**config.mk**
```make
export PLATFORM = sky130hd
export DESIGN_NAME = cpuTop
export DESIGN_NICKNAME = d
export VERILOG_FILES = /design/src/design/cpuPkg.sv /design/src/design/ctrlPkg.sv /design/src/design/ctrlIf.sv /design/src/design/regFile.sv /design/src/design/aluUnit.sv /design/src/design/datapath.sv /design/src/design/controlSequencer.sv /design/src/design/cpuTop.sv
export SDC_FILE = /design/constraint.sdc
export NUM_CORES = 2
export LEC_CHECK = 0
export CAP_MARGIN = 20
export CORE_MARGIN = 1.5
export CORE_UTILIZATION = 25
export DETAILED_ROUTE_END_ITERATION = 12
export DONT_BUFFER_PORTS = 1
export PLACE_DENSITY = 0.48
export SETUP_SLACK_MARGIN = 0.02
export SLEW_MARGIN = 40
export SYNTH_ARGS = -nofsm -noshare
export SYNTH_HDL_FRONTEND = slang
export SYNTH_SLANG_ARGS = --single-unit
```
**constraint.sdc**
```tcl
create_clock -name Clock -period 9.9 [get_ports Clock]
set_input_delay 1.485 -clock Clock [delete_from_list [all_inputs] [get_ports Clock]]
set_output_delay 1.485 -clock Clock [all_outputs]
set_load 0.02 [all_outputs]
```
**src/design/cpuPkg.sv**
```systemverilog
package cpuPkg;

    localparam int wordWidth = 32;  // Data path and bus width
    localparam int regCount  = 16;  // General registers R0..R15

    typedef logic [3:0] regIndexT;

    // Opcode values occupy instruction bits 31..27
    typedef enum logic [4:0] {
        opLd   = 5'd0,
        opLdi  = 5'd1,
        opSt   = 5'd2,
        opAdd  = 5'd3,
        opSub  = 5'd4,
        opAnd  = 5'd5,
        opOr   = 5'd6,
        opMul  = 5'd7,
        opMfhi = 5'd8,
        opMflo = 5'd9,
        opHalt = 5'd10
    } opcodeT;

    // Instruction field positions
    localparam int opMsb  = 31;
    localparam int opLsb  = 27;
    localparam int raMsb  = 26;  // Destination, or source for st
    localparam int raLsb  = 23;
    localparam int rbMsb  = 22;  // First ALU operand
    localparam int rbLsb  = 19;
    localparam int rcMsb  = 18;  // Second ALU operand
    localparam int rcLsb  = 15;
    localparam int immMsb = 14;  // Immediate or memory address
    localparam int immLsb = 0;

endpackage

```
**src/design/ctrlPkg.sv**
```systemverilog
package ctrlPkg;

    // Control steps of the sequencer
    typedef enum logic [3:0] {
        stepT0,
        stepT1,
        stepT2,
        stepT3,
        stepT4,
        stepT5,
        stepT6,
        stepMemWait,  // APB transfer in flight
        stepHalted
    } stepT;

    // Register that drives the shared bus
    typedef enum logic [2:0] {
        srcPc,
        srcMdr,
        srcZlow,
        srcZhigh,
        srcReg,   // Register file, or HI/LO for mfhi and mflo
        srcImm    // Sign-extended immediate from IR
    } busSrcT;

endpackage

```
**src/design/ctrlIf.sv**
```systemverilog
`timescale 1ns/1ps

interface ctrlIf #(
    parameter int addrWidth = 15
);
    import cpuPkg::*;
    import ctrlPkg::*;

    busSrcT   busSrc;
    regIndexT regOutSel, regInSel;
    logic     regIn, hiIn, loIn;
    logic     pcIn, incPc, irIn, marIn;
    logic     mdrIn, mdrFromMem;  // MDR loads from prdata when mdrFromMem is set
    logic     yIn, zIn;
    opcodeT   aluOp;

    // Status from the datapath
    logic [wordWidth-1:0] ir;
    logic [addrWidth-1:0] mar;
    logic [wordWidth-1:0] mdr;

    modport seq (output busSrc, regOutSel, regInSel, regIn, hiIn, loIn, pcIn, incPc,
                 irIn, marIn, mdrIn, mdrFromMem, yIn, zIn, aluOp,
                 input ir, mar, mdr);

    modport dp (input busSrc, regOutSel, regInSel, regIn, hiIn, loIn, pcIn, incPc,
                irIn, marIn, mdrIn, mdrFromMem, yIn, zIn, aluOp,
                output ir, mar, mdr);

endinterface

```
**src/design/regFile.sv**
```systemverilog
`timescale 1ns/1ps

module regFile (
    input  logic                            Clock,
    input  logic                            rst,
    input  cpuPkg::regIndexT                readSel,
    output logic [cpuPkg::wordWidth-1:0]    readData,
    input  cpuPkg::regIndexT                writeSel,
    input  logic                            writeEn,
    input  logic                            hiIn,
    input  logic                            loIn,
    input  logic [cpuPkg::wordWidth-1:0]    writeData,
    input  logic [2*cpuPkg::wordWidth-1:0]  hiLoData,
    output logic [cpuPkg::wordWidth-1:0]    hiData,
    output logic [cpuPkg::wordWidth-1:0]    loData
);
    import cpuPkg::*;

    logic [wordWidth-1:0] regs [regCount];

    always_ff @(posedge Clock) begin
        if (rst) begin
            for (int i = 0; i < regCount; i++) begin
                regs[i] <= '0;
            end
            hiData <= '0;
            loData <= '0;
        end else begin
            if (writeEn) begin
                regs[writeSel] <= writeData;
            end
            // HI and LO take their halves of the 64-bit Z value
            if (hiIn) begin
                hiData <= hiLoData[2*wordWidth-1:wordWidth];
            end
            if (loIn) begin
                loData <= hiLoData[wordWidth-1:0];
            end
        end
    end

    assign readData = regs[readSel];  // Combinational read onto the bus

endmodule

```
**src/design/aluUnit.sv**
```systemverilog
`timescale 1ns/1ps

module aluUnit (
    input  cpuPkg::opcodeT                  op,
    input  logic [cpuPkg::wordWidth-1:0]    a,
    input  logic [cpuPkg::wordWidth-1:0]    b,
    output logic [2*cpuPkg::wordWidth-1:0]  result
);
    import cpuPkg::*;

    logic signed [2*wordWidth-1:0] aWide, bWide;
    logic signed [2*wordWidth-1:0] product;
    logic        [wordWidth-1:0]   sum, diff;

    // Sign extension happens on assignment to the wide signed operands
    assign aWide   = signed'(a);
    assign bWide   = signed'(b);
    assign product = aWide * bWide;

    assign sum  = a + b;  // Wraps at 32 bits
    assign diff = a - b;

    always_comb begin
        case (op)
            opAdd: begin
                result = {{wordWidth{1'b0}}, sum};
            end
            opSub: begin
                result = {{wordWidth{1'b0}}, diff};
            end
            opAnd: begin
                result = {{wordWidth{1'b0}}, a & b};
            end
            opOr: begin
                result = {{wordWidth{1'b0}}, a | b};
            end
            opMul: begin
                result = product;  // Full signed product for HI:LO
            end
            default: begin
                result = {{wordWidth{1'b0}}, b};  // Pass the bus through
            end
        endcase
    end

endmodule

```
**src/design/datapath.sv**
```systemverilog
`timescale 1ns/1ps

module datapath #(
    parameter int addrWidth = 15
) (
    input  logic                          Clock,
    input  logic                          rst,
    ctrlIf.dp                             ctrl,
    output logic [addrWidth-1:0]          paddr,
    output logic [cpuPkg::wordWidth-1:0]  pwdata,
    input  logic [cpuPkg::wordWidth-1:0]  prdata
);
    import cpuPkg::*;
    import ctrlPkg::*;

    localparam int immWidth = immMsb - immLsb + 1;

    logic [wordWidth-1:0]   bus;
    logic [wordWidth-1:0]   readData, hiData, loData;
    logic [wordWidth-1:0]   regValue;
    logic [wordWidth-1:0]   y, aluA;
    logic [2*wordWidth-1:0] z, aluResult;
    logic [addrWidth-1:0]   pc;

    regFile i_regFile (
        .Clock     (Clock),
        .rst       (rst),
        .readSel   (ctrl.regOutSel),
        .readData  (readData),
        .writeSel  (ctrl.regInSel),
        .writeEn   (ctrl.regIn),
        .hiIn      (ctrl.hiIn),
        .loIn      (ctrl.loIn),
        .writeData (bus),
        .hiLoData  (z),
        .hiData    (hiData),
        .loData    (loData)
    );

    // Increment path feeds a constant 1 in place of Y
    assign aluA = ctrl.incPc ? wordWidth'(1) : y;

    aluUnit i_aluUnit (
        .op     (ctrl.aluOp),
        .a      (aluA),
        .b      (bus),
        .result (aluResult)
    );

    // mfhi and mflo reach HI and LO through the register source
    always_comb begin
        case (ctrl.aluOp)
            opMfhi:  regValue = hiData;
            opMflo:  regValue = loData;
            default: regValue = readData;
        endcase
    end

    // Shared bus
    always_comb begin
        case (ctrl.busSrc)
            srcPc:    bus = wordWidth'(pc);
            srcMdr:   bus = ctrl.mdr;
            srcZlow:  bus = z[wordWidth-1:0];
            srcZhigh: bus = z[2*wordWidth-1:wordWidth];
            srcReg:   bus = regValue;
            srcImm:   bus = {{(wordWidth-immWidth){ctrl.ir[immMsb]}}, ctrl.ir[immMsb:immLsb]};
            default:  bus = '0;
        endcase
    end

    always_ff @(posedge Clock) begin
        if (rst) begin
            pc      <= '0;
            ctrl.ir <= '0;
        end else begin
            if (ctrl.pcIn) begin
                pc <= bus[addrWidth-1:0];
            end
            if (ctrl.irIn) begin
                ctrl.ir <= bus;
            end
        end
    end

    always_ff @(posedge Clock) begin
        if (ctrl.marIn) begin
            ctrl.mar <= bus[addrWidth-1:0];
        end
        if (ctrl.mdrIn) begin
            ctrl.mdr <= ctrl.mdrFromMem ? prdata : bus;
        end
        if (ctrl.yIn) begin
            y <= bus;
        end
        if (ctrl.zIn) begin
            z <= aluResult;
        end
    end

    assign paddr  = ctrl.mar;  // Held during the whole APB transfer
    assign pwdata = ctrl.mdr;

endmodule

```
**src/design/controlSequencer.sv**
```systemverilog
`timescale 1ns/1ps

module controlSequencer #(
    parameter int addrWidth = 15
) (
    input  logic Clock,
    input  logic rst,
    ctrlIf.seq   ctrl,
    output logic psel,
    output logic penable,
    output logic pwrite,
    input  logic pready,
    output logic halted
);
    import cpuPkg::*;
    import ctrlPkg::*;

    stepT   step, nextStep;
    stepT   retStep, nextRetStep;  // Step that follows stepMemWait
    opcodeT opcode;
    logic   startRead, startWrite;
    logic   apbDone;

    // PC and MAR load from the bus, so an address must fit in a word
    if (addrWidth > wordWidth) begin : gAddrCheck
        $error("addrWidth exceeds the bus width");
    end

    assign opcode  = opcodeT'(ctrl.ir[opMsb:opLsb]);
    assign apbDone = psel & penable & pready;
    assign halted  = (step == stepHalted);

    always_ff @(posedge Clock) begin
        if (rst) begin
            step    <= stepT0;
            retStep <= stepT0;
            psel    <= 1'b0;
            penable <= 1'b0;
            pwrite  <= 1'b0;
        end else begin
            step    <= nextStep;
            retStep <= nextRetStep;
            if (startRead || startWrite) begin
                psel   <= 1'b1;  // Setup phase next cycle
                pwrite <= startWrite;
            end else if (apbDone) begin
                psel    <= 1'b0;
                penable <= 1'b0;
                pwrite  <= 1'b0;
            end else if (psel) begin
                penable <= 1'b1;  // Access phase, held until pready
            end
        end
    end

    always_comb begin
        ctrl.busSrc     = srcPc;
        ctrl.regOutSel  = ctrl.ir[rbMsb:rbLsb];
        ctrl.regInSel   = ctrl.ir[raMsb:raLsb];
        ctrl.regIn      = 1'b0;
        ctrl.hiIn       = 1'b0;
        ctrl.loIn       = 1'b0;
        ctrl.pcIn       = 1'b0;
        ctrl.incPc      = 1'b0;
        ctrl.irIn       = 1'b0;
        ctrl.marIn      = 1'b0;
        ctrl.mdrIn      = 1'b0;
        ctrl.mdrFromMem = 1'b0;
        ctrl.yIn        = 1'b0;
        ctrl.zIn        = 1'b0;
        ctrl.aluOp      = opcode;
        nextStep        = step;
        nextRetStep     = retStep;
        startRead       = 1'b0;
        startWrite      = 1'b0;

        case (step)
            stepT0: begin  // PC to MAR, PC+1 to Z
                ctrl.busSrc = srcPc;
                ctrl.marIn  = 1'b1;
                ctrl.incPc  = 1'b1;
                ctrl.zIn    = 1'b1;
                ctrl.aluOp  = opAdd;
                nextStep    = stepT1;
            end
            stepT1: begin
                ctrl.busSrc = srcZlow;
                ctrl.pcIn   = 1'b1;
                startRead   = 1'b1;  // Instruction fetch
                nextRetStep = stepT2;
                nextStep    = stepMemWait;
            end
            stepMemWait: begin
                if (apbDone) begin
                    ctrl.mdrIn      = !pwrite;
                    ctrl.mdrFromMem = !pwrite;
                    nextStep        = retStep;
                end
            end
            stepT2: begin
                ctrl.busSrc = srcMdr;
                ctrl.irIn   = 1'b1;
                nextStep    = stepT3;
            end
            stepT3: begin
                case (opcode)
                    opAdd, opSub, opAnd, opOr, opMul: begin
                        ctrl.busSrc = srcReg;  // rb to Y
                        ctrl.yIn    = 1'b1;
                        nextStep    = stepT4;
                    end
                    opLd: begin
                        ctrl.busSrc = srcImm;
                        ctrl.marIn  = 1'b1;
                        startRead   = 1'b1;
                        nextRetStep = stepT5;
                        nextStep    = stepMemWait;
                    end
                    opSt: begin
                        ctrl.busSrc = srcImm;
                        ctrl.marIn  = 1'b1;
                        nextStep    = stepT4;
                    end
                    opLdi: begin
                        ctrl.busSrc = srcImm;
                        ctrl.regIn  = 1'b1;
                        nextStep    = stepT0;
                    end
                    opMfhi, opMflo: begin
                        ctrl.busSrc = srcReg;  // aluOp picks HI or LO
                        ctrl.regIn  = 1'b1;
                        nextStep    = stepT0;
                    end
                    opHalt:  nextStep = stepHalted;
                    default: nextStep = stepT0;  // Unknown opcode acts as a no-op
                endcase
            end
            stepT4: begin
                ctrl.busSrc = srcReg;
                if (opcode == opSt) begin
                    ctrl.regOutSel = ctrl.ir[raMsb:raLsb];  // Store data into MDR
                    ctrl.mdrIn     = 1'b1;
                    startWrite     = 1'b1;
                    nextRetStep    = stepT0;
                    nextStep       = stepMemWait;
                end else begin
                    ctrl.regOutSel = ctrl.ir[rcMsb:rcLsb];
                    ctrl.zIn       = 1'b1;
                    nextStep       = stepT5;
                end
            end
            stepT5: begin
                if (opcode == opLd) begin
                    ctrl.busSrc = srcMdr;
                    ctrl.regIn  = 1'b1;
                    nextStep    = stepT0;
                end else if (opcode == opMul) begin
                    ctrl.busSrc = srcZlow;
                    ctrl.loIn   = 1'b1;
                    nextStep    = stepT6;
                end else begin
                    ctrl.busSrc = srcZlow;
                    ctrl.regIn  = 1'b1;
                    nextStep    = stepT0;
                end
            end
            stepT6: begin  // Upper product half
                ctrl.busSrc = srcZhigh;
                ctrl.hiIn   = 1'b1;
                nextStep    = stepT0;
            end
            stepHalted: nextStep = stepHalted;  // Only reset leaves this step
            default:    nextStep = stepT0;
        endcase
    end

endmodule

```
**src/design/cpuTop.sv**
```systemverilog
`timescale 1ns/1ps

module cpuTop #(
    parameter int addrWidth = 15
) (
    input  logic                          Clock,
    input  logic                          rst,
    output logic [addrWidth-1:0]          paddr,
    output logic                          psel,
    output logic                          penable,
    output logic                          pwrite,
    output logic [cpuPkg::wordWidth-1:0]  pwdata,
    input  logic [cpuPkg::wordWidth-1:0]  prdata,
    input  logic                          pready,
    output logic                          halted
);

    ctrlIf #(.addrWidth(addrWidth)) ctrlBus ();

    // Step machine and APB requester
    controlSequencer #(.addrWidth(addrWidth)) i_controlSequencer (
        .Clock   (Clock),
        .rst     (rst),
        .ctrl    (ctrlBus.seq),
        .psel    (psel),
        .penable (penable),
        .pwrite  (pwrite),
        .pready  (pready),
        .halted  (halted)
    );

    datapath #(.addrWidth(addrWidth)) i_datapath (
        .Clock  (Clock),
        .rst    (rst),
        .ctrl   (ctrlBus.dp),
        .paddr  (paddr),
        .pwdata (pwdata),
        .prdata (prdata)
    );

endmodule

```
==> metrics <==
status=finished, violations left; failing checks=negative setup slack; cts hold-fix bufs=0; CP most frequent cell=fa_1; Post-synth EDFFs=655; Most used DFF post-synth=edfxtp_1; worst-margin pin slew=0.899 ns; CTS max path bufs=3; GRT Overall Usage=0.209; Mapped Cells=7369; Synth area leader=fa_1; Fmax achieved=0.0938 GHz; CP max stage cell=or4b_4; synthesized flop and latch total=775; initial antenna violation count=3; Routed WL=315000 um; crit path kind=reg -> reg; worst-path fanout max=5; Vert. Die Dim=539 um; Final HPWL DP=234000 um; NumNets Final=9460; Startpoint Class=flip-flop; Mapped Area=71700 um^2; Post-Syn Nets=8705; Core Region=285000 um^2; drt pass-1 iters=6; final hold vios=0; Final setup viols=39; Seq/Total Area, Yosys=0.308; Yosys warning count=0; ranking of synthesized cells by area=fa_1, edfxtp_1, nor2_1; max-slew violation count=0; Rows=196; Final period util=1.08; layout cells sized above 1=0.211; PnR worst setup slack=-0.756 ns; CP Data Required Time=10.34 ns; most frequent cells after synthesis=nor2_1, fa_1, inv_1, nand2_1, edfxtp_1; CTS buffer count=92; GP Congestion=0.944; Clock Skews=0.0971 ns; clk root buf=clkbuf_16; min Tclk post-route=10.66 ns; # clock sinks=775; fraction of registers with async set/reset=0; worst hold path type=reg -> reg; vias=58866; CP Capture Type=flip-flop; CP Data Arrival Time=11.10 ns; Netlist cell types=91; die area=290000 um^2; die width=539 um; count leader, synth=nor2_1; Finished Layout Cells=11957; headroom to the max-slew limit=0.399; routed len/inst=26.3 um; setup tns final=-18.63 ns; CTS tree=built; dpl cells=11660; Ports=86; Via-to-Cell Ratio=4.92; total of max-cap violations=0; first-pass GRT wire length=441000 um; H-tree depth=3; DRT iter0 DRCs=5191; placed cell area=84000 um^2; Final ANT Viol Nets=0; global route total overflow=0; CP peak stage delay=0.60 ns; RSZ-0062 raised after global routing=true; Remaining DRCs=0; Hold WS=0.451 ns; design area=90600 um^2; vias in the first global route=61190; Syn Area/Cell=9.74 um^2; pin count of the biggest net entering global routing=138; Yosys top cell area share=0.302; port bufs=0; Reg clk slew, reported paths=0.06 ns; Worst-Skew Late Latency=0.77 ns; Area growth syn-to-layout=26.3%; Initial Util=0.252
## layout make-up
| cell class | count | area, um^2 |
|---|---|---|
| inverters | 1076 | 4120 |
| flip-flops and latches | 775 | 22100 |
| multi-input cells | 5032 | 46000 |
| diodes | 1 | 2.50 |
| fillers | 29335 | 195000 |
| clock inverters | 43 | 492 |
| well taps | 3762 | 4710 |
| clock buffers | 121 | 2480 |
| repair buffers | 1147 | 10800 |
## cell usage in the layout, fill, tap and decap left out, types with 27 or more instances in the layout
master     Yosys  final
inv_2          8     27
clkbuf_16      0    112
fa_2           0     50
dfxtp_1      120    116
inv_1       1045   1014
buf_6          3     51
a211oi_1      83     73
a21oi_2        1     36
o22ai_1       28     28
fa_1        1083   1033
mux2i_1      157    138
a21oi_1      310    267
a21o_1        74     74
edfxtp_1     655    655
nand3_1       75     62
buf_4         11    945
o21ai_0      121     84
xor2_1        35     28
xnor2_1       89     76
ha_1         218    193
buf_12         0    118
clkinv_1      23     27
nand2_1     1020   1001
a22oi_1       36     30
nor2_1      1193   1154
## worst paths after layout
path,from,endpoint,slack [ns],depth (start not counted)
worst min register to register,i_datapath.i_regFile.loData[9]$_SDFFE_PP0P_,i_datapath.i_regFile.loData[9]$_SDFFE_PP0P_,0.45,2
worst max-delay path,i_controlSequencer.step[1]$_SDFFE_PP0P_,i_datapath.z[63]$_DFFE_PP_,-0.76,40
worst min-delay path,i_datapath.i_regFile.loData[9]$_SDFFE_PP0P_,i_datapath.i_regFile.loData[9]$_SDFFE_PP0P_,0.45,2
worst max register to register,i_controlSequencer.step[1]$_SDFFE_PP0P_,i_datapath.z[63]$_DFFE_PP_,-0.76,40
## registers in the layout (all words and copies together) (netlist names)
name                         flops
i_controlSequencer.step          4
i_controlSequencer.penable       1
i_datapath.i_regFile.regs      512
i_controlSequencer.pwrite        1
i_controlSequencer.psel          1
i_datapath.i_regFile.hiData     32
i_datapath.ctrl.mar             15
i_datapath.ctrl.mdr             32
i_datapath.i_regFile.loData     32
i_controlSequencer.retStep       2
i_datapath.pc                   15
i_datapath.ctrl.ir              32
i_datapath.y                    32
i_datapath.z                    64
## routing by layer
| layer | vias to the layer above | track usage | wire length [um] |
|---|---|---|---|
| met5 | - | 0 | 13 |
| met4 | 2 | 0.0918 | 17500 |
| met3 | 587 | 0.0274 | 23100 |
| met2 | 2506 | 0.347 | 147000 |
| met1 | 30686 | 0.271 | 127000 |
| li1 | 25085 | - | - |
## stage by stage
| step | setup slack (ns) | utilization |
|---|---|---|
| floorplan | -0.0867 | - |
| global placement | -1.35 | 0.294 |
| detailed placement | -1.15 | 0.294 |
| CTS | -0.725 | 0.306 |
| global route | -1.03 | 0.318 |
| finish | -0.756 | 0.318 |
## repair_timing
item | CTS | global route
setup buffers | 9 | 106
resized for setup | 78 | 441
gates cloned | 1 | 20
pin swaps | 12 | 178
setup endpoints to repair | 49 | 51
## worst max-delay path, delay by kind of cell, from the launching register on
family / cells / cell delay [ns]
AO/OA/AOI/OAI: 12 / 2.66
XOR/XNOR: 1 / 0.16
adder cells (fa/ha/maj): 9 / 4.03
buffers and inverters: 10 / 1.48
flip-flops: 1 / 0.36
multiplexers: 2 / 0.35
AND/OR/NAND/NOR: 6 / 1.31
## cell families (layout without fill, tap and decap cells)
group | count (synthesis) | count (layout) | share of synthesized area
xor gates and xnor gates | 124 | 124 | 0.0151
and+or+nand+nor | 2490 | 2493 | 0.141
buffers and inverters | 1565 | 2387 | 0.0836
DFF | 775 | 775 | 0.308
AOI/OAI and AO/OA | 949 | 949 | 0.0890
other | 0 | 1 | 0
muxes | 165 | 165 | 0.0232
adders and majority gates | 1301 | 1301 | 0.340
Power is not shown: default switching activity piles up to over one toggle a cycle in this logic, so the estimate is an artifact.
